--- src/source/mem_pkg.sv ---
`default_nettype none

package mem_pkg;

	// ------------------------------------------------------------------
	// basic widths
	// ------------------------------------------------------------------

	// data or address word
	typedef logic [31:0] word_t;

	// register file index
	typedef logic [4:0] reg_idx_t;

	// one enable per byte lane of a word
	typedef logic [3:0] byte_en_t;

	// ------------------------------------------------------------------
	// control encodings
	// ------------------------------------------------------------------

	// access width of a load or store
	typedef enum logic [1:0] {
		SIZE_BYTE = 2'd0,
		SIZE_HALF = 2'd1,
		SIZE_WORD = 2'd2
	} acc_size_t;

	// load extension, sign or zero
	typedef enum logic {
		EXT_SIGNED   = 1'b0,
		EXT_UNSIGNED = 1'b1
	} ext_op_t;

	// write-back result source
	typedef enum logic [1:0] {
		WB_ALU = 2'd0,
		WB_MEM = 2'd1,
		WB_PC4 = 2'd2,
		WB_IMM = 2'd3
	} wb_sel_t;

	// ------------------------------------------------------------------
	// data ram geometry and csr defaults
	// ------------------------------------------------------------------
	localparam int RAM_WORDS = 256;
	localparam int RAM_AW    = 8;

	// non-cacheable window 0x1000_0000 .. 0x1fff_ffff
	localparam word_t NC_MASK_RESET = 32'h0fff_ffff;
	localparam word_t NC_BASE_RESET = 32'h1000_0000;

endpackage

`default_nettype wire

--- src/source/wb_stage.sv ---
`default_nettype none
`timescale 1ns/10ps

module wb_stage (
	input  wire                 clk,
	input  wire                 rst,
	input  wire                 m_val,
	input  wire                 m_rf_we,
	input  wire                 m_mem_load,
	input  mem_pkg::wb_sel_t    m_wb_sel,
	input  mem_pkg::ext_op_t    m_ext,
	input  mem_pkg::acc_size_t  m_size,
	input  wire  [1:0]          m_byte_off,
	input  mem_pkg::reg_idx_t   m_rd,
	input  mem_pkg::word_t      m_alu,
	input  mem_pkg::word_t      m_imm,
	input  mem_pkg::word_t      m_pc4,
	input  mem_pkg::word_t      ram_rdata,
	input  mem_pkg::word_t      io_rdata,
	input  wire                 io_ack,
	input  wire                 mem_enb,
	output logic                rf_we,
	output mem_pkg::reg_idx_t   rf_rd,
	output mem_pkg::word_t      rf_data,
	output logic                wb_we,
	output mem_pkg::reg_idx_t   wb_rd,
	output mem_pkg::word_t      wb_result
);

	logic           io_sel;
	mem_pkg::word_t io_data_q;
	mem_pkg::word_t load_word;
	mem_pkg::word_t load_sh;
	mem_pkg::word_t load_ext;
	logic           sx;

	// ------------------------------------------------------------------
	// io read capture
	// ------------------------------------------------------------------
	// data is only valid during the ack pulse
	always_ff @(posedge clk) begin
		if (io_ack) begin
			io_data_q <= io_rdata;
		end
	end

	// an instruction taken in an ack cycle got its data from io
	always_ff @(posedge clk) begin
		if (rst) begin
			io_sel <= 1'b0;
		end else if (mem_enb) begin
			io_sel <= io_ack;
		end
	end

	// ------------------------------------------------------------------
	// load align and extend
	// ------------------------------------------------------------------
	assign load_word = io_sel ? io_data_q : ram_rdata;
	assign load_sh   = load_word >> {m_byte_off, 3'b000};
	assign sx        = m_ext == mem_pkg::EXT_SIGNED;

	always_comb begin
		case (m_size)
			mem_pkg::SIZE_BYTE: load_ext = {{24{sx & load_sh[7]}}, load_sh[7:0]};
			mem_pkg::SIZE_HALF: load_ext = {{16{sx & load_sh[15]}}, load_sh[15:0]};
			default:            load_ext = load_sh;
		endcase
	end

	// result select, non-load falls back to the alu value
	always_comb begin
		case (m_wb_sel)
			mem_pkg::WB_MEM: wb_result = m_mem_load ? load_ext : m_alu;
			mem_pkg::WB_PC4: wb_result = m_pc4;
			mem_pkg::WB_IMM: wb_result = m_imm;
			default:         wb_result = m_alu;
		endcase
	end

	// ------------------------------------------------------------------
	// register file port
	// ------------------------------------------------------------------
	// x0 is never written
	assign rf_we   = m_val & m_rf_we & (m_rd != '0);
	assign rf_rd   = m_rd;
	assign rf_data = wb_result;
	assign wb_we   = rf_we;
	assign wb_rd   = m_rd;

endmodule

`default_nettype wire

--- config.mk ---
export PLATFORM = sky130hd
export DESIGN_NAME = wb_stage
export DESIGN_NICKNAME = d
export VERILOG_FILES = /design/src/source/mem_pkg.sv /design/src/source/wb_stage.sv
export SDC_FILE = /design/constraint.sdc
export NUM_CORES = 1
export LEC_CHECK = 0
export ABC_AREA = 1
export BUFFER_PORTS_ARGS = -buffer_cell sky130_fd_sc_hd__buf_4
export CAP_MARGIN = 20
export CORE_MARGIN = 4
export CORE_UTILIZATION = 43
export DETAILED_ROUTE_END_ITERATION = 10
export GPL_ROUTABILITY_DRIVEN = 0
export HOLD_SLACK_MARGIN = 0.03
export PLACE_DENSITY = 0.93
export SLEW_MARGIN = 15
export SYNTH_ARGS = -nofsm -noshare
export SYNTH_HDL_FRONTEND = slang
export SYNTH_SLANG_ARGS = --single-unit
--- constraint.sdc ---
create_clock -name clk -period 2.3 [get_ports clk]
set_clock_uncertainty 0.05 [all_clocks]
set_input_delay 0.23 -clock clk [delete_from_list [all_inputs] [get_ports clk]]
set_output_delay 0.23 -clock clk [all_outputs]
set_load 0.05 [all_outputs]
==> reports/metrics.yaml <==
setup_path:
  worst-endpoint-arrival_ps: 1990
  critical_path.startpoint: "io_sel$_SDFFE_PP0P_"
  critPathRequiredTime_ps: 2020
  path_cells: "buf_4 > or2_2 > o21ai_2 > nand2_1 > o21ai_2 > o21ai_1 > nand2_2 > nand2_1 > nand2_1 > nand3_2 > buf_8"
  endpoint_kind: "output port"
  regToRegSetupSlack_ps: 1420
  timing.critical_path.buf_inv: 2
  critPathTopFamily: "simple AND/OR/NAND/NOR gates"
  cp_slowest_cell: "dfxtp_4"
  r2r-end: "io_sel$_SDFFE_PP0P_"
  timing.setup.critical_path_class: "reg2out"
  stages_on_the_worst_setup_path: 11
  r2r_cells: 4
  cp-start-kind: "flip-flop"
  cp_slowest_stage_delay_ps: 390
  worst-path-max-fanout: 7
  worst_path_most_repeated_cell: "nand2_1"
  setup.worst_path.end: "rf_data[21]"
  r2r_start: "io_sel$_SDFFE_PP0P_"
global_routing:
  grt_remaining_overflow: 0
  antenna_violations_before_repair: 0
  grt_start_max_net_pins: 42
  global_route_wire_length_before_repair_mm: 20.89
  gr-usage-all-layers: 0.2522
  grt_use_met2: 0.4463
  globalRoute.busiestLayer: "met2"
  gr-usage-met3: 0.06075
  gr-usage-met1: 0.2955
  number_of_global_route_vias_before_repair: 4306
power:
  p_per_area_nw_per_um2: 480.0
  power_leakage_uw: 0.003079
  report.power.total_uw: 2878
  vdd.ir_drop.worst_mv: 0.5226
placed_design:
  detailedPlace.worstSlack_ps: 222.7
  io_buffers: 254
  dp_hpwl_mm: 11.60
  placedCellCount: 926
timing:
  max_slew_margin: 0.6490
  rsz0062_at_grt: "yes"
  setup-violations-final: 0
  layout_setup_ws_ps: 30.24
  report.final.hold_viol_count: 0
  timing.fmax_ghz: 0.4406
  period_share: 0.9869
  post-route-min-period_ps: 2270
  worst_slew_pin_slew_ps: 519.9
  slew_viol_final: 0
worst_hold_path:
  hold_class: "in2reg"
  origin_of_the_worst_min_delay_path: "io_rdata[23]"
  whs_path_depth: 1
final_layout:
  flow.area_growth_from_synthesis_pct: 56.47
  post-route-util: 0.6907
  fin_nets: 1008
  finalNonFillerCells: 938
  post_route_cells_drive_above_1_share: 0.4120
  antenna_cells_inserted: 0
logic_synthesis:
  synth_edf_count: 32
  synthesized_area_per_cell_um2: 5.996
  netlist_area_um2: 3831
  synth_top_flop_cell: "edfxtp_1"
  async_flop_share: 0
  yosys.cell_count.top_type: "nand2_1"
  synth_top_cell_area_share: 0.2508
  commonest_cells_in_the_netlist: "nand2_1 (212), nand3_1 (115), nor2_1 (70), buf_4 (44), edfxtp_1 (32)"
  synth.ff_latch_count: 33
  synth-seq-area-share: 0.2560
  synth.net_count: 818
  post_synth_main_area_contributors: "edfxtp_1 (25%), nand2_1 (21%), nand3_1 (15%)"
  synth_top_area_cell: "edfxtp_1"
  ys.warnings.count: 0
  synth_cells: 639
  synth_cell_type_count: 30
outcome:
  outcome: "finished, final reports clean"
floorplanning:
  die_height_um: 102.4
  initial_utilization: 0.4415
  top_ports: 255
  rows: 34
  coreArea_um2: 8678
  die_width_um: 102.4
  design.die.area_um2: 10480
clock_network:
  cts_tree: "built"
  clock_pin_transition_on_the_worst_setup_and_hold_timing_paths_ps: 70
  htree_levels: 2
  worst_skew_pair.late_latency_ps: 280
  clk_path_buf_depth: 2
  cts_sinks: 33
  cts_made_buffers: 5
  clk_root_buffer_cell: "clkbuf_8"
detailed_routing:
  post-route-drc-count: 0
  avgRoutedWirePerCell_um: 16.10
  num_vias: 4979
  detail_route.first_pass.iterations: 5
  postRouteWirelength_mm: 15.10
  detail-route-antenna-nets: 0
  route.detailed.vias_per_inst: 5.308
  number_of_violations_reported_at_the_end_of_detailed_routing_iteration_0: 248
run:
  max_cap_violations: 0
[layer usage]
layer  vias to the layer above  part of all wire
met5                         -                 0
met1                      2250              0.36
met3                        39              0.10
met4                         0             0.029
li1                       2429                 -
met2                       261              0.51
[sequential cells by signal, summed over array words and instances, names as in the netlist]
name,cells
io_sel,1
io_data_q,32
[through the flow]
stage                     setup TNS [ps]  cell area, µm²  hold slack (ps)
after floorplan                   -24.89            3851            242.7
after global placement                 0            5463            335.6
after detailed placement               0            5463            339.9
after CTS                         -37.98            5573            35.83
after global routing               -1187            5995            53.97
final                                  0            5995            68.75
[worst min path at each step]
| stage | slack [ps] | to |
|---|---|---|
| 3_3_place_gp | 340 | io_sel$_SDFFE_PP0P_ |
| 5_1_grt | 50 | io_data_q[25]$_DFFE_PP_ |
| 2_1_floorplan | 240 | io_sel$_SDFFE_PP0P_ |
| 4_1_cts | 40 | io_sel$_SDFFE_PP0P_ |
| 3_5_place_dp | 340 | io_sel$_SDFFE_PP0P_ |
| 6_report | 70 | io_data_q[23]$_DFFE_PP_ |
[what timing repair did]
action,CTS,global route
buffers inserted,0,2
cloned,0,1
gates resized for setup,1,109
hold endpoints to repair,0,1
setup endpoints to repair,48,62
hold buffers,0,1
pin swaps,0,7
[cell usage in the layout, fill, tap and decap left out, drive strengths merged]
cell | netlist | final
dfxtp | 1 | 1
nand3 | 116 | 117
mux2i | 1 | 1
o311ai | 1 | 1
nand4 | 1 | 1
buf | 65 | 269
o21a | 1 | 1
nand3b | 13 | 13
inv | 29 | 29
clkbuf | 23 | 6
o211ai | 8 | 8
or2 | 12 | 12
clkinv | 0 | 1
bufinv | 0 | 1
nor2 | 71 | 71
nand2 | 214 | 214
edfxtp | 32 | 32
dlygate4sd3 | 0 | 1
a21oi | 8 | 8
o21ai | 41 | 41
or3 | 1 | 1
o2111ai | 1 | 1
[worst reg2reg max path: stages, from the launching register on]
cell,delay [ps]
dfxtp_4,390
inv_8,130
nor2_1,60
a21oi_1,110
nor2_1,50
[power breakdown]
| part | leakage (µW) | internal, µW | switching (µW) |
|---|---|---|---|
| clock | 0.0000552 | 321 | 193 |
| combinational | 0.00270 | 610 | 1020 |
| sequential | 0.000322 | 712 | 20.9 |
[cells by family after synthesis]
logic type / Yosys count / share of synthesized area
flip-flops: 33 / 0.2560
buffers and inverters: 117 / 0.1675
AO/OA/AOI/OAI: 60 / 0.08818
multiplexers: 1 / 0.002613
AND/OR/NAND/NOR: 428 / 0.4856
[layout make-up]
| class | instances | area [µm²] |
|---|---|---|
| Fill cell | 740 | 2684 |
| Inverter | 29 | 116.4 |
| Tap cell | 108 | 135.1 |
| Clock buffer | 6 | 72.57 |
| Timing Repair Buffer | 270 | 2215 |
| Multi-Input combinational cell | 490 | 2436 |
| Clock inverter | 2 | 35.03 |
| Sequential cell | 33 | 984.7 |
Note: power is estimated with default switching activity, not from simulation.
