$ cat src/source/mem_pkg.sv
`default_nettype none

package mem_pkg;

	// ------------------------------------------------------------------
	// basic widths
	// ------------------------------------------------------------------

	// data or address word
	typedef logic [31:0] word_t;

	// register file index
	typedef logic [4:0] reg_idx_t;

	// one enable per byte lane of a word
	typedef logic [3:0] byte_en_t;

	// ------------------------------------------------------------------
	// control encodings
	// ------------------------------------------------------------------

	// access width of a load or store
	typedef enum logic [1:0] {
		SIZE_BYTE = 2'd0,
		SIZE_HALF = 2'd1,
		SIZE_WORD = 2'd2
	} acc_size_t;

	// load extension, sign or zero
	typedef enum logic {
		EXT_SIGNED   = 1'b0,
		EXT_UNSIGNED = 1'b1
	} ext_op_t;

	// write-back result source
	typedef enum logic [1:0] {
		WB_ALU = 2'd0,
		WB_MEM = 2'd1,
		WB_PC4 = 2'd2,
		WB_IMM = 2'd3
	} wb_sel_t;

	// ------------------------------------------------------------------
	// data ram geometry and csr defaults
	// ------------------------------------------------------------------
	localparam int RAM_WORDS = 256;
	localparam int RAM_AW    = 8;

	// non-cacheable window 0x1000_0000 .. 0x1fff_ffff
	localparam word_t NC_MASK_RESET = 32'h0fff_ffff;
	localparam word_t NC_BASE_RESET = 32'h1000_0000;

endpackage

`default_nettype wire

$ cat src/source/mem_stage.sv
`default_nettype none
`timescale 1ns/10ps

module mem_stage (
	input  wire                 clk,
	input  wire                 rst,
	input  wire                 in_val,
	input  wire                 in_mem_req,
	input  wire                 in_mem_write,
	input  mem_pkg::acc_size_t  in_size,
	input  mem_pkg::ext_op_t    in_ext,
	input  wire                 in_rf_we,
	input  mem_pkg::wb_sel_t    in_wb_sel,
	input  mem_pkg::word_t      in_alu_result,
	input  mem_pkg::word_t      in_store_data,
	input  mem_pkg::word_t      in_imm,
	input  mem_pkg::word_t      in_pc4,
	input  mem_pkg::reg_idx_t   in_rd,
	input  mem_pkg::word_t      csr_nc_mask,
	input  mem_pkg::word_t      csr_nc_base,
	input  wire                 mem_enb,
	input  wire                 squash,
	input  wire                 bypass_sel,
	input  mem_pkg::word_t      wb_result,
	output logic                ram_en,
	output logic                ram_we,
	output logic [mem_pkg::RAM_AW-1:0] ram_addr,
	output mem_pkg::word_t      ram_wdata,
	output mem_pkg::byte_en_t   ram_be,
	output logic                io_write,
	output mem_pkg::word_t      io_addr,
	output mem_pkg::word_t      io_wdata,
	output mem_pkg::byte_en_t   io_be,
	output logic                nc_access,
	output logic                m_val,
	output logic                m_rf_we,
	output logic                m_mem_load,
	output mem_pkg::wb_sel_t    m_wb_sel,
	output mem_pkg::ext_op_t    m_ext,
	output mem_pkg::acc_size_t  m_size,
	output logic [1:0]          m_byte_off,
	output mem_pkg::reg_idx_t   m_rd,
	output mem_pkg::word_t      m_alu,
	output mem_pkg::word_t      m_imm,
	output mem_pkg::word_t      m_pc4
);

	logic              live;
	logic              req_fire;
	logic              nc_hit;
	logic [1:0]        byte_off;
	mem_pkg::byte_en_t be;
	mem_pkg::word_t    st_data;
	mem_pkg::word_t    st_lane;

	// ------------------------------------------------------------------
	// address classification
	// ------------------------------------------------------------------
	assign live      = in_val & ~squash;
	assign req_fire  = live & in_mem_req;
	// address bits outside the mask must match the base
	assign nc_hit    = (in_alu_result & ~csr_nc_mask) == csr_nc_base;
	assign nc_access = req_fire & nc_hit;
	assign byte_off  = in_alu_result[1:0];

	// lane enables from size and offset
	always_comb begin
		case (in_size)
			mem_pkg::SIZE_BYTE: be = 4'b0001 << byte_off;
			mem_pkg::SIZE_HALF: be = 4'b0011 << byte_off;
			default:            be = 4'b1111;
		endcase
	end

	// store data, bypassed from wb when rs2 hits its rd
	assign st_data = bypass_sel ? wb_result : in_store_data;
	assign st_lane = st_data << {byte_off, 3'b000};

	// ------------------------------------------------------------------
	// ram and io requests
	// ------------------------------------------------------------------
	// ram only on the taking edge of a cacheable request
	assign ram_en    = req_fire & ~nc_hit & mem_enb;
	assign ram_we    = ram_en & in_mem_write;
	assign ram_addr  = in_alu_result[mem_pkg::RAM_AW+1:2];
	assign ram_wdata = st_lane;
	assign ram_be    = be;

	// io fields quiet unless the access is non-cacheable
	assign io_write = nc_access & in_mem_write;
	assign io_addr  = nc_access ? in_alu_result : '0;
	assign io_wdata = io_write ? st_lane : '0;
	assign io_be    = nc_access ? be : '0;

	// ------------------------------------------------------------------
	// mem to wb register
	// ------------------------------------------------------------------
	always_ff @(posedge clk) begin
		if (rst) begin
			m_val      <= 1'b0;
			m_rf_we    <= 1'b0;
			m_mem_load <= 1'b0;
		end else if (mem_enb) begin
			// killed or empty slot becomes a bubble
			m_val      <= live;
			m_rf_we    <= live & in_rf_we;
			m_mem_load <= req_fire & ~in_mem_write;
		end
	end

	// payload, no reset
	always_ff @(posedge clk) begin
		if (mem_enb) begin
			m_wb_sel   <= in_wb_sel;
			m_ext      <= in_ext;
			m_size     <= in_size;
			m_byte_off <= byte_off;
			m_rd       <= in_rd;
			m_alu      <= in_alu_result;
			m_imm      <= in_imm;
			m_pc4      <= in_pc4;
		end
	end

	// natural alignment of every access that goes out
	a_align_word: assert property (@(posedge clk) disable iff (rst)
		req_fire && in_size == mem_pkg::SIZE_WORD |-> byte_off == 2'b00);
	a_align_half: assert property (@(posedge clk) disable iff (rst)
		req_fire && in_size == mem_pkg::SIZE_HALF |-> byte_off[0] == 1'b0);

endmodule

`default_nettype wire

$ cat config.mk
export PLATFORM = sky130hd
export DESIGN_NAME = mem_stage
export DESIGN_NICKNAME = d
export VERILOG_FILES = /design/src/source/mem_pkg.sv /design/src/source/mem_stage.sv
export SDC_FILE = /design/constraint.sdc
export NUM_CORES = 1
export LEC_CHECK = 0
export BUFFER_PORTS_ARGS = -buffer_cell sky130_fd_sc_hd__buf_2
export CAP_MARGIN = 20
export CORE_AREA = 4 4 182 184
export DETAILED_ROUTE_END_ITERATION = 6
export DIE_AREA = 0 0 186 188
export GPL_TIMING_DRIVEN = 0
export PLACE_DENSITY = 0.5
export RECOVER_POWER = 50
export SYNTH_ARGS = -nofsm -noshare
export SYNTH_HDL_FRONTEND = slang
export SYNTH_SLANG_ARGS = --single-unit
$ cat constraint.sdc
create_clock -name clk -period 3.3 [get_ports clk]
set_clock_uncertainty 0.1 [all_clocks]
set_input_delay 0.66 -clock clk [delete_from_list [all_inputs] [get_ports clk]]
set_output_delay 0.66 -clock clk [all_outputs]
set_load 0.005 [all_outputs]
==> results of run 1 <==
[state kept, by name, summed over array words and instances (netlist names)]
signal and cells:
m_rf_we 1, m_imm 32, m_pc4 32, m_rd 5
m_mem_load 1, m_size 2, m_wb_sel 2, m_alu 31
m_val 1, m_ext 1, m_byte_off 1
[per-stage QoR]
step	hold slack (ns)	setup WS (ns)	util (%)	area, um2
after global placement	0.353	-1.25	28.6	8990
final	0.374	-0.0247	33.0	10400
after CTS	0.352	-0.0593	31.7	9940
after detailed placement	0.366	-1.28	28.7	9020
after global routing	0.350	-0.0753	33.0	10400
after floorplan	0.356	0.511	-	6150
[worst max-delay path by stage]
stage                   endpoint  slack (ns)
floorplan                 ram_en        0.51
global placement    io_wdata[18]       -1.25
detailed placement  io_wdata[18]       -1.28
CTS                     io_be[1]       -0.06
global route         io_wdata[2]       -0.08
finish              io_wdata[13]       -0.02
[cell type report]
type                       instances  area [um2]  area share (%)
antenna                            2        5.00          0.0483
buffer                            44         423            4.08
clock buffer                       9         225            2.17
clock inverter                     7        65.1           0.627
inverter                          19        71.3           0.688
multi-input combinational        323        3060            29.5
sequential                       109        3240            31.3
tap                              402         503            4.85
timing repair buffer             487        2770            26.7
[logic make-up (layout without fill, tap and decap cells)]
group                  Yosys count  in the layout  share of synthesized area (%)
flip-flops                     109            109                           52.8
AO/OA/AOI/OAI                   31             31                           4.36
other                            0              2                              0
AND/OR/NAND/NOR                218            218                           23.3
XOR/XNOR                        32             32                           4.56
multiplexers                    42             42                           8.96
buffers and inverters           67            566                           6.11
[worst register-to-register path, delay by kind of cell (launching register included)]
kind | cells | cell delay [ns]
muxes | 1 | 0.13
and+or+nand+nor | 1 | 0.06
DFF | 1 | 0.32
[layer usage]
layer  share of wire [%]  routed length, um  GRT usage, %  up-vias
met5               0.034                 11             0        -
met2                  53              17000          31.3      360
met3                 9.5               3080          4.66       34
met4                 2.3                731          5.35        2
met1                  35              11500          18.6     2801
li1                    -                  -             -     2782
[cells in the mapped netlist (9+ instances only)]
cell type	n
mux2_2	24
and2_1	9
nor2b_1	14
nor3_2	67
nand2_1	52
xnor2_1	32
buf_4	12
clkbuf_1	16
nand2b_1	20
nand3_1	9
inv_1	19
buf_2	12
mux2i_1	10
nor2_1	30
edfxtp_1	106
[power groups by stage]
stage	registers, W	logic [W]	clock network, W
floorplan	0.00171	0.000227	0
global placement	0.00169	0.000699	0
detailed placement	0.00169	0.000702	0
CTS	0.00166	0.000749	0.00115
global route	0.00167	0.000812	0.00119
finish	0.00166	0.000750	0.00109
[timing repair]
| action | CTS | global route |
|---|---|---|
| setup endpoints to repair | 73 | 72 |
| pin swaps | 45 | 30 |
| gates resized for setup | 108 | 60 |
| buffers inserted | 7 | 2 |
| gates cloned | 4 | 6 |
==> results.cfg, run 1 <==
[synth]
synth_area_leaders = edfxtp_1 (52%), nor3_2 (11%), xnor2_1 (4.6%)
synth_flop_cell = edfxtp_1
synth_top_area_share_pct = 51.8
synth-edff-count = 106
netlist_area_mm2 = 0.00615
synth-seq-area-share_pct = 52.8
synth_cells = 499
synth_fp_nets = 742
yosys.cell_types.count = 34
synth_area_per_cell_um2 = 12.3
synthArstFlopShare_pct = 0
ys_warn_count = 0
synth_top_area_cell = edfxtp_1
synth.ff_latch_count = 109

[setup_path]
cp-startpoint = in_alu_result[20]
path_common_cell = clkbuf_16
critPathArrivalTime_ns = 2.56
r2r_start = m_mem_load
critPathKind = input port to output pin
cp-start-kind = input port
end_kind = output pin
cpPeakStageDelay_ns = 0.60
crit_buf_inv = 4
required_ns = 2.54
path_cells = buf_6, nor2b_4, xnor2_2, nand4_1, or4_4, clkbuf_16, clkbuf_16, nor3_4, buf_2
cp_top_family = simple AND/OR/NAND/NOR gates
cp.depth = 9
reg2reg_slack_ns = 2.60
worstPathMaxFanout = 5
reg2reg_to = m_mem_load
critPathSlowestCell = or4_4
worstRegToRegCells = 2

[power_and_ir_drop]
clockPowerShare_pct = 31.2
pwr-share-comb_pct = 21.4
p_int_w = 0.00253
total_leakage_power_nw = 5.06
switchingPower_w = 0.000974
finalPower_w = 0.00350
powerDensity_mw_per_mm2 = 338
p_seq_share_pct = 47.4
ir_worst_vdd_mv = 0.216
switching_share_pct = 27.8

[floorplanning]
io_pins = 470
die_h_um = 188
coreArea_mm2 = 0.0314
dieArea_mm2 = 0.0350
rows = 65
die_w_um = 186
start_util_pct = 19.6

[placement]
place_congestion = 0.826
place.port_buffers = 468
dp_hpwl_mm = 25.8
placed_cells = 1370

[sta]
period_share_pct = 101
slew_violations = 0
worstMarginPinSlew_ns = 0.633
tns_ns = -0.0988
setup_viol = 7
setup_ws_ns = -0.0247
finalHoldViolCount = 0
fin_crit_ns = 3.32
rsz0062_at_grt = true
maxSlewHeadroom_pct = 56.6
fmax_mhz = 301

[layout]
layout_commonest_cell = buf_2
drive_gt1_share_pct = 66.7
fillers = 3265
syn2layout_area_growth_pct = 68.7
nNetsFinal = 1236
final_cell_mix = buf_2 (443), edfxtp_1 (106), nand2_1 (50)
final_cells = 1402

[route]
wl_per_cell_um = 23.0
vias_per_cell = 4.26
drcViolationCount = 0
vias = 5979
antenna_left = 0
drt_wl_total_mm = 32.3
first_pass_iters = 4
dr.first_iter.drc_count = 230

[min_path]
hold_depth = 1
hold_class = input port to flop
hold_end = m_pc4[1]
hp-start = in_pc4[1]

[cts]
numCtsBuffers = 9
hold_buffers = 0
cts-root-buf = clkbuf_16
clock-sinks = 109
cts_max_level = 3
clock_latency_ns = 0.36
clk_pin_slew_ns = 0.08
clk_path_buf_depth = 2
cts_tree = yes

[global_route]
grt_max_degree = 71
grt_use_total_pct = 17.0
overflow = 0
grt_pass1_vias = 6220
grt_pass1_wl_mm = 43.0
antenna_found_initial = 2

[run]
maxCapViolCount = 0

[run_status]
violations = setup timing
status = finished, violations left
Note: power is estimated with default switching activity, not from simulation.
==> run 2, diff against run 1 <==
--- a/config.mk
+++ b/config.mk
@@ -8,6 +8,7 @@
 export BUFFER_PORTS_ARGS = -buffer_cell sky130_fd_sc_hd__buf_2
 export CAP_MARGIN = 20
 export CORE_AREA = 4 4 182 184
+export CTS_BUF_LIST = sky130_fd_sc_hd__clkbuf_4
 export DETAILED_ROUTE_END_ITERATION = 6
 export DIE_AREA = 0 0 186 188
 export GPL_TIMING_DRIVEN = 0
==> results.cfg, run 2 (synthesis gave the netlist of run 1 again) <==
[global_route]
overflow = 0
grt_use_total_pct = 17.0
grt_pass1_vias = 6223
grt_max_degree = 71
grt_pass1_wl_mm = 43.2
antenna_found_initial = 2

[route]
drt_wl_total_mm = 32.0
vias = 5978
topRoutingLayerUsed = met4
antenna_left = 0
dr_wl_met2_mm = 16.9
vias_per_cell = 4.27
m1WireLength_mm = 11.7
dr.first_iter.drc_count = 220
wl_met3_mm = 2.71
wl_per_cell_um = 22.8
drcViolationCount = 0
first_pass_iters = 4

[setup_path]
path_common_cell = clkbuf_16
cp-start-kind = input port
required_ns = 2.54
cp.depth = 9
worstRegToRegCells = 2
worstPathMaxFanout = 5
path_cells = buf_6, nor2b_4, xnor2_2, nand4_1, or4_4, clkbuf_16, clkbuf_16, nor3_4, buf_2
r2r_start = m_mem_load
critPathKind = input port to output pin
end_kind = output pin
setup.worst_path.end = io_wdata[13]
critPathArrivalTime_ns = 2.57
cp_top_family = simple AND/OR/NAND/NOR gates
crit_buf_inv = 4
cpPeakStageDelay_ns = 0.61
critPathSlowestCell = or4_4
reg2reg_slack_ns = 2.60
reg2reg_to = m_mem_load
cp-startpoint = in_alu_result[20]

[cts]
clk_path_buf_depth = 2
cts_max_level = 3
cts-root-buf = clkbuf_4
numCtsBuffers = 9
hold_buffers = 0
clock-sinks = 109
clk_pin_slew_ns = 0.19
clock_latency_ns = 0.50
cts_tree = yes

[layout]
syn2layout_area_growth_pct = 65.1
drive_gt1_share_pct = 66.5
nNetsFinal = 1234
fillers = 3286
final_cell_mix = buf_2 (442), edfxtp_1 (106), nand2_1 (51)
layout_commonest_cell = buf_2
largestRegisters = m_imm: 32 flops, m_pc4: 32 flops, m_alu: 31 flops

[power_and_ir_drop]
switching_share_pct = 30.0
powerDensity_mw_per_mm2 = 305
clockPowerShare_pct = 22.2
finalPower_w = 0.00310
p_seq_share_pct = 53.6
switchingPower_w = 0.000928
p_int_w = 0.00217
pwr-share-comb_pct = 24.2
total_leakage_power_nw = 4.91
ir_worst_vdd_mv = 0.156

[floorplanning]
rows = 65
start_util_pct = 19.6
io_pins = 470
dieArea_mm2 = 0.0350
coreArea_mm2 = 0.0314
die_h_um = 188
die_w_um = 186

[sta]
setup_ws_ns = -0.0306
worstMarginPinSlew_ns = 0.615
maxSlewHeadroom_pct = 57.8
setup_viol = 7
rsz0062_at_grt = true
fmax_mhz = 300
hold_slack_ns = 0.221
finalHoldViolCount = 0
fin_crit_ns = 3.33
slew_violations = 0
period_share_pct = 101

[min_path]
hold_class = input port to flop

[placement]
dp_hpwl_mm = 25.8
place.port_buffers = 468
place_congestion = 0.826

[run_status]
violations = setup timing
status = finished, violations left

[run]
maxCapViolCount = 0
## run 2: changes by cell type in the layout (fill, tap and decap cells not counted), sizes merged
cell    previous run  this run
diode              2         3
clkbuf            43        42
buf              497       496
## run 2: power groups by stage
stage / clock (W) / combinational, W / sequential [W]
floorplan: 0 / 0.000227 / 0.00171
global placement: 0 / 0.000699 / 0.00169
detailed placement: 0 / 0.000702 / 0.00169
CTS: 0.000745 / 0.000749 / 0.00166
global route: 0.000790 / 0.000811 / 0.00167
finish: 0.000687 / 0.000749 / 0.00166
## run 2: metrics by stage
stage	utilization (%)	TNS, ns	setup WS, ns	cells	instance area (um2)
floorplan	-	0	0.511	499	6150
global placement	28.6	-80.93	-1.25	1369	8990
detailed placement	28.7	-83.55	-1.28	1370	9020
CTS	31.2	-0.734	-0.0593	1394	9790
global route	32.3	-2.07	-0.0753	1400	10100
finish	32.3	-0.119	-0.0306	1401	10200
## run 2: metal layers
layer	vias to the layer above	GRT usage, %
li1	2783	-
met2	324	31.7
met5	-	0
met3	23	4.56
met1	2848	18.7
met4	0	4.79
## run 2: timing repair
action	in CTS	in global routing
pin swaps	45	33
cloned	4	4
gates resized for setup	108	58
hold endpoints to repair	0	0
endpoints found under the setup margin	73	72
buffers inserted	7	2
## run 2: cell type report
| cell class | count | area [um2] | area share [%] |
|---|---|---|---|
| Antenna cell | 3 | 7.51 | 0.0740 |
| Buffer | 44 | 427 | 4.20 |
| Clock buffer | 9 | 67.6 | 0.666 |
| Clock inverter | 7 | 65.1 | 0.641 |
| Inverter | 19 | 71.3 | 0.703 |
| Multi-Input combinational cell | 323 | 3040 | 30.0 |
| Sequential cell | 109 | 3240 | 31.9 |
| Tap cell | 402 | 503 | 4.95 |
| Timing Repair Buffer | 485 | 2730 | 26.8 |
## run 2: how the worst min path moves through the flow
stage               start   endpoint  slack, ns  cells past startpoint
2_1_floorplan     m_rf_we    m_rf_we       0.36                      2
3_3_place_gp      m_rf_we    m_rf_we       0.35                      2
3_5_place_dp      m_rf_we    m_rf_we       0.37                      2
4_1_cts               rst    m_rf_we       0.15                      2
5_1_grt        in_pc4[15]  m_pc4[15]       0.14                      1
6_report       in_imm[31]  m_imm[31]       0.22                      1
