<file path="config.mk">
export PLATFORM = sky130hd
export DESIGN_NAME = pipeline_ctrl
export DESIGN_NICKNAME = d
export VERILOG_FILES = /design/src/source/mem_pkg.sv /design/src/source/pipeline_ctrl.sv
export SDC_FILE = /design/constraint.sdc
export NUM_CORES = 1
export LEC_CHECK = 0
export BUFFER_PORTS_ARGS = -buffer_cell sky130_fd_sc_hd__buf_2
export CAP_MARGIN = 0
export CORE_AREA = 5 5 42 44
export DETAILED_ROUTE_END_ITERATION = 8
export DIE_AREA = 0 0 47 49
export PLACE_DENSITY = 0.42
export SETUP_SLACK_MARGIN = 0.15
export SLEW_MARGIN = 5
export SYNTH_ARGS = -nofsm -noshare
export SYNTH_HDL_FRONTEND = slang
export SYNTH_SLANG_ARGS = --single-unit
</file>
<file path="constraint.sdc">
create_clock -name clk -period 1.1 [get_ports clk]
set_input_delay 0.22 -clock clk [delete_from_list [all_inputs] [get_ports clk]]
set_output_delay 0.22 -clock clk [all_outputs]
set_load 0.01 [all_outputs]
</file>
<file path="src/source/mem_pkg.sv">
`default_nettype none

package mem_pkg;

	// ------------------------------------------------------------------
	// basic widths
	// ------------------------------------------------------------------

	// data or address word
	typedef logic [31:0] word_t;

	// register file index
	typedef logic [4:0] reg_idx_t;

	// one enable per byte lane of a word
	typedef logic [3:0] byte_en_t;

	// ------------------------------------------------------------------
	// control encodings
	// ------------------------------------------------------------------

	// access width of a load or store
	typedef enum logic [1:0] {
		SIZE_BYTE = 2'd0,
		SIZE_HALF = 2'd1,
		SIZE_WORD = 2'd2
	} acc_size_t;

	// load extension, sign or zero
	typedef enum logic {
		EXT_SIGNED   = 1'b0,
		EXT_UNSIGNED = 1'b1
	} ext_op_t;

	// write-back result source
	typedef enum logic [1:0] {
		WB_ALU = 2'd0,
		WB_MEM = 2'd1,
		WB_PC4 = 2'd2,
		WB_IMM = 2'd3
	} wb_sel_t;

	// ------------------------------------------------------------------
	// data ram geometry and csr defaults
	// ------------------------------------------------------------------
	localparam int RAM_WORDS = 256;
	localparam int RAM_AW    = 8;

	// non-cacheable window 0x1000_0000 .. 0x1fff_ffff
	localparam word_t NC_MASK_RESET = 32'h0fff_ffff;
	localparam word_t NC_BASE_RESET = 32'h1000_0000;

endpackage

`default_nettype wire

</file>
<file path="src/source/pipeline_ctrl.sv">
`default_nettype none
`timescale 1ns/10ps

module pipeline_ctrl (
	input  wire                 clk,
	input  wire                 rst,
	input  wire                 in_val,
	input  wire                 in_kill,
	input  wire                 in_mem_write,
	input  mem_pkg::reg_idx_t   in_rs2,
	input  wire                 nc_access,
	input  wire                 io_ack,
	input  mem_pkg::reg_idx_t   wb_rd,
	input  wire                 wb_we,
	output logic                stall,
	output logic                mem_enb,
	output logic                squash,
	output logic                bypass_sel,
	output logic                io_req
);

	// io handshake tracking
	typedef enum logic [1:0] {
		IO_IDLE = 2'd0,
		IO_WAIT = 2'd1,
		IO_DONE = 2'd2
	} io_wait_state_t;

	io_wait_state_t state_q;
	io_wait_state_t state_d;

	// ------------------------------------------------------------------
	// io wait fsm
	// ------------------------------------------------------------------
	always_comb begin
		state_d = state_q;
		case (state_q)
			IO_IDLE: begin
				if (io_req && io_ack) begin
					state_d = IO_DONE;
				end else if (io_req) begin
					state_d = IO_WAIT;
				end
			end
			IO_WAIT: begin
				if (io_ack) begin
					state_d = IO_DONE;
				end
			end
			// one quiet cycle for io_req
			default: state_d = IO_IDLE;
		endcase
	end

	always_ff @(posedge clk) begin
		if (rst) begin
			state_q <= IO_IDLE;
		end else begin
			state_q <= state_d;
		end
	end

	// held through wait even if the request goes away
	assign io_req = (state_q == IO_WAIT) | ((state_q == IO_IDLE) & nc_access);

	// ------------------------------------------------------------------
	// stall, kill, bypass
	// ------------------------------------------------------------------
	// a new io access right after ack still has to wait
	assign stall   = (io_req & ~io_ack) | ((state_q == IO_DONE) & nc_access);
	assign mem_enb = ~stall;
	assign squash  = in_kill;

	// store picks up the value being written back this cycle
	assign bypass_sel = in_val & in_mem_write & wb_we & (wb_rd == in_rs2) & (wb_rd != '0);

	a_ack_needs_req: assert property (@(posedge clk) disable iff (rst)
		io_ack |-> io_req);
	a_stall_bounded: assert property (@(posedge clk) disable iff (rst)
		$rose(stall) |-> ##[1:64] !stall);

endmodule

`default_nettype wire

</file>
==> results.sh, run 1 <==
export IMPL_ir_drop_uv=513.4
export IMPL_postRouteAntennaNets=0
export IMPL_synthCells=22
export IMPL_seq_area_frac_synth=0.2286
export IMPL_min_period_ns=1.257
export IMPL_end_kind="output pin"
export IMPL_io_buffers=20
export IMPL_crit_chain="mux2i_1 -> nor2b_4 -> inv_1 -> buf_2"
export IMPL_clk_pin_slew_ns=0.03
export IMPL_grt_ovfl_total=0
export IMPL_violations="setup timing"
export IMPL_wl_met2_um=326
export IMPL_post_dp_cell_area_um2=325.3
export IMPL_clock_sinks=2
export IMPL_yosysMostFrequentCell="inv_1"
export IMPL_slew_viol_final=0
export IMPL_antenna_found_initial=0
export IMPL_top_layer="met3"
export IMPL_synth_async_sr_flop_share=0
export IMPL_fin_skew_ns=0.0002594
export IMPL_powerDensity_nw_per_um2=887.9
export IMPL_fin_ws_ns=-0.1573
export IMPL_antennaDiodeCount=0
export IMPL_core_area_um2=1401
export IMPL_p_leak_uw=0.0002040
export IMPL_wirelength_um=723
export IMPL_yosysUniqueCellTypes=13
export IMPL_fillers=167
export IMPL_synthTopCellsByCount="inv_1, nor2_1"
export IMPL_multiInputGateArea_um2=145.1
export IMPL_path_max_fanout=2
export IMPL_drt_first_pass_iters=4
export IMPL_slew_headroom=0.8199
export IMPL_drive_gt1_frac=0.7083
export IMPL_vias_per_cell=4.125
export IMPL_grt_pass1_wl_um=979
export IMPL_ys_ff_latch=2
export IMPL_ys_flop_type="dfxtp_1"
export IMPL_grt_pass1_vias=283
export IMPL_seq_area_um2=42.54
export IMPL_max_freq_mhz=795.4
export IMPL_ctsHtreeMaxLevel=1
export IMPL_crit_type="reg -> out"
export IMPL_total_power_uw=356.6
export IMPL_wl_per_cell_um=11.30
export IMPL_rows=14
export IMPL_critPathSlowestCell="dfxtp_2"
export IMPL_synth_edf_count=0
export IMPL_grt_max_degree=4
export IMPL_cts_buffers=3
export IMPL_gp_congestion=0.6606
export IMPL_synthesis_area_um2=175.2
export IMPL_nets=68
export IMPL_critPathLaunchType="flip-flop"
export IMPL_clock_path_buffers=2
export IMPL_top_register="state_q"
export IMPL_vias=264
export IMPL_setup_viol=3
export IMPL_synth_area_top_cells="dfxtp_1, o2111a_1, xnor2_1, inv_1, nor4_1"
export IMPL_critical_path_top_delay_family="flip-flops"
export IMPL_die_w_um=47
export IMPL_cts_root_buf="clkbuf_4"
export IMPL_cp_buffers_inverters=2
export IMPL_maxCapViolCount=0
export IMPL_die_area_um2=2303
export IMPL_top_regs="state_q: 2 flops"
export IMPL_wl_met1_um=262
export IMPL_hold_violations=0
export IMPL_cp_data_arrival_time_ns=1.04
export IMPL_first_iter_violations=2
export IMPL_syn_nets=40
export IMPL_design_area_um2=401.6
export IMPL_holdCritPathClass="in -> reg"
export IMPL_dr_wl_met3_um=134
export IMPL_io_pins=23
export IMPL_syn2layout_area_growth_pct=129.3
export IMPL_ys_warn_count=0
export IMPL_grt_use_total=0.06188
export IMPL_timing_final_crit_share=1.143
export IMPL_required_ns=0.88
export IMPL_drc=0
export IMPL_synth_top_area_cell="dfxtp_1"
export IMPL_cpPeakStageDelay_ns=0.32
export IMPL_synth_top_area_frac=0.2286
export IMPL_dieHeight_um=49
export IMPL_largest_reg_flops=2
export IMPL_tns_ns=-0.4090
export IMPL_cts_tree="yes"
export IMPL_rsz0062_at_grt="yes"
export IMPL_clock_latency_ns=0.22
export IMPL_status="complete, but fails checks"
export IMPL_initial_utilization=0.1250
export IMPL_tightest_slew_ns=0.2701
export IMPL_avgSynthCellArea_um2=7.962
power by group:
group	total [uW]	internal, uW	switching (uW)
registers	80.4	77.5	2.87
clock network	158	120	37.5
logic	119	70.8	48.0
total	357	268	88.4
per-stage QoR:
step                std cells    util  setup slack [ns]  hold WS, ns
floorplan                  22       -           0.09994       0.2918
global placement           60  0.2321           -0.1737       0.4052
detailed placement         60  0.2321           -0.1798       0.3972
CTS                        64  0.2777           -0.1836       0.1568
global route               64  0.2866           -0.2526       0.1571
finish                     64  0.2866           -0.1573       0.1708
cells by family (layout without fill, tap and decap cells):
group	after synthesis	count (layout)	share of synthesized area
compound gates	3	3	0.1857
flops	2	2	0.2286
buf+inv	5	31	0.1286
xor+xnor	2	2	0.1000
mux	1	1	0.05715
simple gates	9	9	0.3001
cell usage in the layout (no fill, tap or decap):
cell,netlist,layout
a222oi_1,1,1
and3_1,1,1
buf_2,0,17
buf_4,1,4
buf_6,0,1
buf_8,0,2
clkbuf_4,0,3
dfxtp_2,0,2
inv_1,4,3
inv_2,0,1
mux2i_1,1,1
nor2_1,3,1
nor2_2,0,1
nor2_4,0,1
nor2b_4,0,1
nor4_1,2,1
nor4_4,0,1
nor4b_1,1,1
o2111a_1,2,2
or2b_1,1,1
xnor2_1,2,2
final timing paths:
| check | depth (start not counted) | slack [ns] | startpoint | endpoint |
|---|---|---|---|---|
| worst min-delay path | 2 | 0.17 | rst | state_q[0] |
| worst max register to register | 3 | 0.28 | state_q[0] | state_q[1] |
| worst max-delay path | 4 | -0.16 | state_q[1] | mem_enb |
| worst min register to register | 2 | 0.52 | state_q[1] | state_q[0] |
per-layer routing:
| metal | global-route usage | up-vias |
|---|---|---|
| li1 | - | 132 |
| met1 | 0.05470 | 109 |
| met2 | 0.09729 | 23 |
| met3 | 0.01845 | 0 |
| met4 | 0.06912 | 0 |
| met5 | 0 | - |
area by class of cell:
class / count / share of cell area
Clock buffer: 3 / 0.05607
Tap cell: 16 / 0.04984
Inverter: 4 / 0.03738
Multi-Input combinational cell: 15 / 0.3614
Timing Repair Buffer: 24 / 0.3894
Sequential cell: 2 / 0.1059
worst reg2reg max path: cells and delay by family, from the launching register on:
family,cells,cell delay [ns]
buf+inv,1,0.13
flops,1,0.34
simple gates,2,0.26
timing repair:
| action | in CTS | in global routing |
|---|---|---|
| endpoints found under the setup margin | 4 | 4 |
| gates cloned | 0 | 0 |
| hold buffers | 0 | 0 |
| pin swaps | 5 | 3 |
| setup buffers | 1 | 0 |
| resized for setup | 7 | 4 |
| hold endpoints to repair | 0 | 0 |
(Power assumes the default switching activity.)
==> run 2: changes to the inputs <==
--- a/config.mk
+++ b/config.mk
@@ -11,7 +11,7 @@
 export DETAILED_ROUTE_END_ITERATION = 8
 export DIE_AREA = 0 0 47 49
 export PLACE_DENSITY = 0.42
-export SETUP_SLACK_MARGIN = 0.15
+export SETUP_SLACK_MARGIN = 0.5
 export SLEW_MARGIN = 5
 export SYNTH_ARGS = -nofsm -noshare
 export SYNTH_HDL_FRONTEND = slang
==> run 2 against run 1 <==
Highest routed layer unchanged. The flow still finishes with violations (setup timing). Clock skew rose by 0.0028 ns. Combinational power up 13%. Non-clock buffer count shrank 1. Register-to-register slack got worse by 0.06 ns. Sequential power hardly changed. Flip-flop and latch count stayed put. Critical path type unchanged. Core utilization up 2.0 points.
==> results.sh, run 2 (synthesis results as in run 1) <==
export IMPL_status="complete, but fails checks"
export IMPL_violations="setup timing"
export IMPL_grt_max_degree=5
export IMPL_dieHeight_um=49
export IMPL_netSwitchingPower_uw=98.46
export IMPL_initial_utilization=0.1250
export IMPL_die_area_um2=2303
export IMPL_gr_max_usage_layer="met2"
export IMPL_cts_root_buf="clkbuf_4"
export IMPL_p_comb_frac=0.360
export IMPL_multiInputGateArea_um2=171.4
export IMPL_antennaDiodeCount=0
export IMPL_detailed_place_hpwl_um=517.8
export IMPL_tightest_slew_ns=0.2905
export IMPL_critPathLaunchType="flip-flop"
export IMPL_path_max_fanout=2
export IMPL_drt_first_pass_iters=4
export IMPL_seqPwrFrac=0.215
export IMPL_grt_util_met1=0.06769
export IMPL_largest_reg_flops=2
export IMPL_required_ns=0.88
export IMPL_layout_commonest_cell="buf_2"
export IMPL_wl_per_cell_um=11.37
export IMPL_dpl_worst_slack_ns=-0.1421
export IMPL_crit_type="reg -> out"
export IMPL_top_regs="state_q: 2 flops"
export IMPL_p_leak_uw=0.0002102
export IMPL_cts_tree="yes"
export IMPL_ctsHoldBuffers=0
export IMPL_hold_violations=0
export IMPL_antenna_found_initial=0
export IMPL_timing_final_crit_share=1.134
export IMPL_slew_headroom=0.8063
export IMPL_fin_skew_ns=0.003084
export IMPL_grt_use_total=0.05903
export IMPL_cp_data_arrival_time_ns=1.03
export IMPL_maxCapViolCount=0
export IMPL_top_register="state_q"
export IMPL_clock_path_buffers=2
export IMPL_fillers=162
export IMPL_vias_per_cell=4.413
export IMPL_io_pins=23
export IMPL_vias=278
export IMPL_clock_power_share=0.425
export IMPL_max_freq_mhz=801.8
export IMPL_grt_pass1_wl_um=945
export IMPL_rows=14
export IMPL_grtUsageMet2=0.07692
export IMPL_clock_latency_ns=0.22
export IMPL_core_area_um2=1401
export IMPL_nets=67
export IMPL_ir_drop_uv=398.1
export IMPL_first_iter_violations=9
export IMPL_die_w_um=47
export IMPL_setup_viol=4
export IMPL_ctsHtreeMaxLevel=1
export IMPL_swShare=0.2628
export IMPL_holdCritPathClass="in -> reg"
export IMPL_p_int_uw=276.2
export IMPL_drc=0
export IMPL_io_buffers=20
export IMPL_grt_ovfl_total=0
export IMPL_cts_buffers=3
export IMPL_clock_sinks=2
export IMPL_reg2reg_depth=3
export IMPL_grt_use_met3=0.02583
export IMPL_end_kind="output pin"
export IMPL_postRouteAntennaNets=0
export IMPL_final_cell_mix="buf_2, buf_6, clkbuf_4, buf_4"
export IMPL_seq_area_um2=42.54
export IMPL_syn2layout_area_growth_pct=145.0
export IMPL_powerDensity_nw_per_um2=873.1
export IMPL_wirelength_um=716
export IMPL_grt_pass1_vias=251
export IMPL_slew_viol_final=0
export IMPL_min_period_ns=1.247
export IMPL_hold_depth=2
export IMPL_drive_gt1_frac=0.7660
export IMPL_gp_congestion=0.6823
export IMPL_total_power_uw=374.7
export IMPL_fin_ws_ns=-0.1472
export IMPL_clk_pin_slew_ns=0.03
export IMPL_rsz0062_at_grt="yes"
-- run 2: final cells by class --
cell class | instances | share of cell area
Timing Repair Buffer | 23 | 0.3673
Clock buffer | 3 | 0.05248
Inverter | 4 | 0.03499
Tap cell | 16 | 0.04665
Multi-Input combinational cell | 15 | 0.3994
Sequential cell | 2 | 0.09913
-- run 2: critical path: stages, from the launching register on --
cell	delay, ns
dfxtp_2	0.32
mux2i_1	0.17
nor2b_4	0.16
inv_2	0.04
buf_6	0.11
-- run 2: what timing repair did --
item | in CTS | in global routing
setup buffers | 0 | 1
pin swaps | 2 | 3
endpoints found under the setup margin | 6 | 6
gates resized for setup | 4 | 10
-- run 2: power groups by stage --
stage / Combinational, uW / Sequential [uW] / Clock, uW
floorplan: 46.9 / 81.9 / 0
global placement: 99.1 / 81.4 / 0
detailed placement: 97.9 / 81.3 / 0
CTS: 106 / 80.4 / 169
global route: 147 / 81.0 / 177
finish: 135 / 80.5 / 159
-- run 2: path summary, 6_finish.rpt --
kind | start | endpoint | slack [ns]
max | state_q[1] | mem_enb | -0.15
min | io_ack | state_q[0] | 0.22
max reg2reg | state_q[1] | state_q[1] | 0.22
min reg2reg | state_q[0] | state_q[0] | 0.58
-- run 2: metrics by stage --
stage	hold slack, ns	setup TNS, ns	utilization	cells	cell area, um2
floorplan	0.2889	0	-	22	201.4
global placement	0.4005	-0.1629	0.2348	59	329.1
detailed placement	0.3983	-0.1421	0.2348	59	329.1
CTS	0.1717	-0.4828	0.2643	62	370.4
global route	0.2114	-0.8124	0.3063	63	429.2
finish	0.2173	-0.5012	0.3063	63	429.2
-- run 2: routing by layer --
layer,up-vias,share of wire
met5,-,0
met4,0,0
met3,0,0.23
met2,28,0.44
met1,119,0.34
li1,131,-
==> run 3: changes to the inputs <==
--- a/config.mk
+++ b/config.mk
@@ -5,12 +5,13 @@
 export SDC_FILE = /design/constraint.sdc
 export NUM_CORES = 1
 export LEC_CHECK = 0
+export ABC_AREA = 1
 export BUFFER_PORTS_ARGS = -buffer_cell sky130_fd_sc_hd__buf_2
 export CAP_MARGIN = 0
 export CORE_AREA = 5 5 42 44
 export DETAILED_ROUTE_END_ITERATION = 8
 export DIE_AREA = 0 0 47 49
-export PLACE_DENSITY = 0.42
+export PLACE_DENSITY = 0.46
 export SETUP_SLACK_MARGIN = 0.5
 export SLEW_MARGIN = 5
 export SYNTH_ARGS = -nofsm -noshare
==> run 3 against run 2 <==
The run still ends with setup timing left. Clock-buffer cell count unchanged. Critical path depth up 1. Critical path type unchanged. Cell count increased by 35%. First-iteration DRC count decreased by 100%.
==> results.sh, run 3 <==
export IMPL_status="complete, but fails checks"
export IMPL_violations="setup timing"
export IMPL_drc=0
export IMPL_vias_per_cell=3.976
export IMPL_crit_type="reg -> out"
export IMPL_slew_headroom=0.8700
export IMPL_cp_data_arrival_time_ns=1.04
export IMPL_dp_cells=80
export IMPL_clock_power_share=0.425
export IMPL_yosysUniqueCellTypes=12
export IMPL_die_area_um2=2303
export IMPL_synth_top_area_cell="inv_1"
export IMPL_synthTopCellsByCount="inv_1, nand2_1, nor2_1"
export IMPL_swShare=0.2776
export IMPL_cts_root_buf="clkbuf_4"
export IMPL_vias=338
export IMPL_top_regs="state_q: 2 flops"
export IMPL_powerDensity_nw_per_um2=806.6
export IMPL_synth_top_area_frac=0.1989
export IMPL_fin_skew_ns=0.0001171
export IMPL_multiInputGateArea_um2=160.2
export IMPL_tightest_slew_ns=0.1950
export IMPL_antennaDiodeCount=0
export IMPL_synthesis_area_um2=226.5
export IMPL_max_freq_mhz=796.4
export IMPL_post_dp_cell_area_um2=354.1
export IMPL_largest_reg_flops=2
export IMPL_syn_nets=63
export IMPL_setup_viol=2
export IMPL_hold_violations=0
export IMPL_rsz0062_at_grt="yes"
export IMPL_clk_pin_slew_ns=0.03
export IMPL_clock_sinks=2
export IMPL_die_w_um=47
export IMPL_drt_first_pass_iters=1
export IMPL_first_iter_violations=0
export IMPL_core_area_um2=1401
export IMPL_nets=89
export IMPL_synth_edf_count=0
export IMPL_io_pins=23
export IMPL_final_cell_mix="buf_2, nand2_1, inv_2, inv_1, buf_6"
export IMPL_detailed_place_hpwl_um=528
export IMPL_postRouteAntennaNets=0
export IMPL_grt_pass1_vias=259
export IMPL_ctsHtreeMaxLevel=1
export IMPL_clock_latency_ns=0.22
export IMPL_netSwitchingPower_uw=105.9
export IMPL_critical_path_top_delay_family="flip-flops"
export IMPL_cp_buffers_inverters=1
export IMPL_rows=14
export IMPL_seq_area_um2=45.04
export IMPL_wirelength_um=658
export IMPL_maxCapViolCount=0
export IMPL_grt_max_degree=4
export IMPL_critPathSlowestCell="dfxtp_4"
export IMPL_total_power_uw=381.5
export IMPL_final_util=0.3375
export IMPL_slew_viol_final=0
export IMPL_avgSynthCellArea_um2=5.033
export IMPL_critPathLaunchType="flip-flop"
export IMPL_required_ns=0.88
export IMPL_antenna_found_initial=0
export IMPL_clock_path_buffers=2
export IMPL_drive_gt1_frac=0.6232
export IMPL_synthCells=45
export IMPL_seqPwrFrac=0.211
export IMPL_gp_congestion=0.6930
export IMPL_path_max_fanout=2
export IMPL_ctsHoldBuffers=0
export IMPL_tns_ns=-0.3079
export IMPL_design_area_um2=473.0
export IMPL_synth_area_top_cells="inv_1, nand2_1, dfxtp_1, nor2_1, nand3_1"
export IMPL_grt_use_total=0.05415
export IMPL_wl_per_cell_um=7.741
export IMPL_crit_chain="nor2_4 -> nor2_2 -> nand2_2 -> o31ai_4 -> buf_2"
export IMPL_min_period_ns=1.256
export IMPL_cts_buffers=3
export IMPL_holdCritPathClass="in -> reg"
export IMPL_ys_flop_type="dfxtp_1"
export IMPL_layout_cells_non_filler=85
export IMPL_layout_commonest_cell="buf_2"
export IMPL_cts_tree="yes"
export IMPL_ys_warn_count=0
export IMPL_fin_ws_ns=-0.1557
export IMPL_synth_async_sr_flop_share=0
export IMPL_fillers=161
export IMPL_timing_final_crit_share=1.142
export IMPL_ys_ff_latch=2
export IMPL_p_comb_frac=0.363
export IMPL_p_leak_uw=0.0002715
export IMPL_grt_pass1_wl_um=876
export IMPL_dieHeight_um=49
export IMPL_p_int_uw=275.6
export IMPL_ir_drop_uv=380.5
export IMPL_top_register="state_q"
export IMPL_grt_ovfl_total=0
export IMPL_syn2layout_area_growth_pct=108.8
export IMPL_cpPeakStageDelay_ns=0.36
export IMPL_seq_area_frac_synth=0.1768
export IMPL_io_buffers=20
export IMPL_initial_utilization=0.1616
export IMPL_end_kind="output pin"
==> run 3: final cells by class <==
class	count	share of cell area
Multi-Input combinational cell	28	0.3386
Timing Repair Buffer	22	0.3651
Clock buffer	3	0.04762
Inverter	14	0.1111
Tap cell	16	0.04233
Sequential cell	2	0.09524
==> run 3: worst paths after layout <==
kind / cells past startpoint / slack, ns / start / endpoint
setup / recovery: 5 / -0.16 / state_q[0] / stall
hold / removal: 2 / 0.16 / rst / state_q[0]
setup reg to reg: 4 / 0.26 / state_q[0] / state_q[1]
hold reg to reg: 1 / 0.43 / state_q[1] / state_q[1]
==> run 3: logic make-up (layout without fill, tap and decap cells) <==
kind of cell / after synthesis / in the layout / synth area share
compound gates: 2 / 2 / 0.07732
flops: 2 / 2 / 0.1768
simple gates: 26 / 26 / 0.4807
buf+inv: 15 / 39 / 0.2652
==> run 3: stage by stage <==
| step | worst slack [ns] | hold slack, ns |
|---|---|---|
| after floorplan | 0.07163 | 0.2850 |
| after global placement | 0.008645 | 0.3937 |
| after detailed placement | 0.01164 | 0.3939 |
| after CTS | -0.1739 | 0.1592 |
| after global routing | -0.2050 | 0.1710 |
| final | -0.1557 | 0.1647 |
==> run 3: power by group through the flow <==
stage	Combinational, uW	Clock, uW	Sequential [uW]
3_5_place_dp	102	0	81.8
2_1_floorplan	57.0	0	81.5
5_1_grt	152	175	81.2
6_report	139	162	80.6
3_3_place_gp	100	0	81.8
4_1_cts	129	171	80.7
==> run 3: layer usage <==
metal	vias up	track usage	wire length [um]
li1	179	-	-
met1	140	0.04814	208
met2	17	0.08145	320
met3	2	0.02583	115
met4	0	0.05530	13
met5	-	0	0
==> run 3: what timing repair did <==
item                                    CTS  global route
gates resized for setup                  15             7
buffers inserted                          1             1
endpoints found under the setup margin    6             6
pin swaps                                11             7
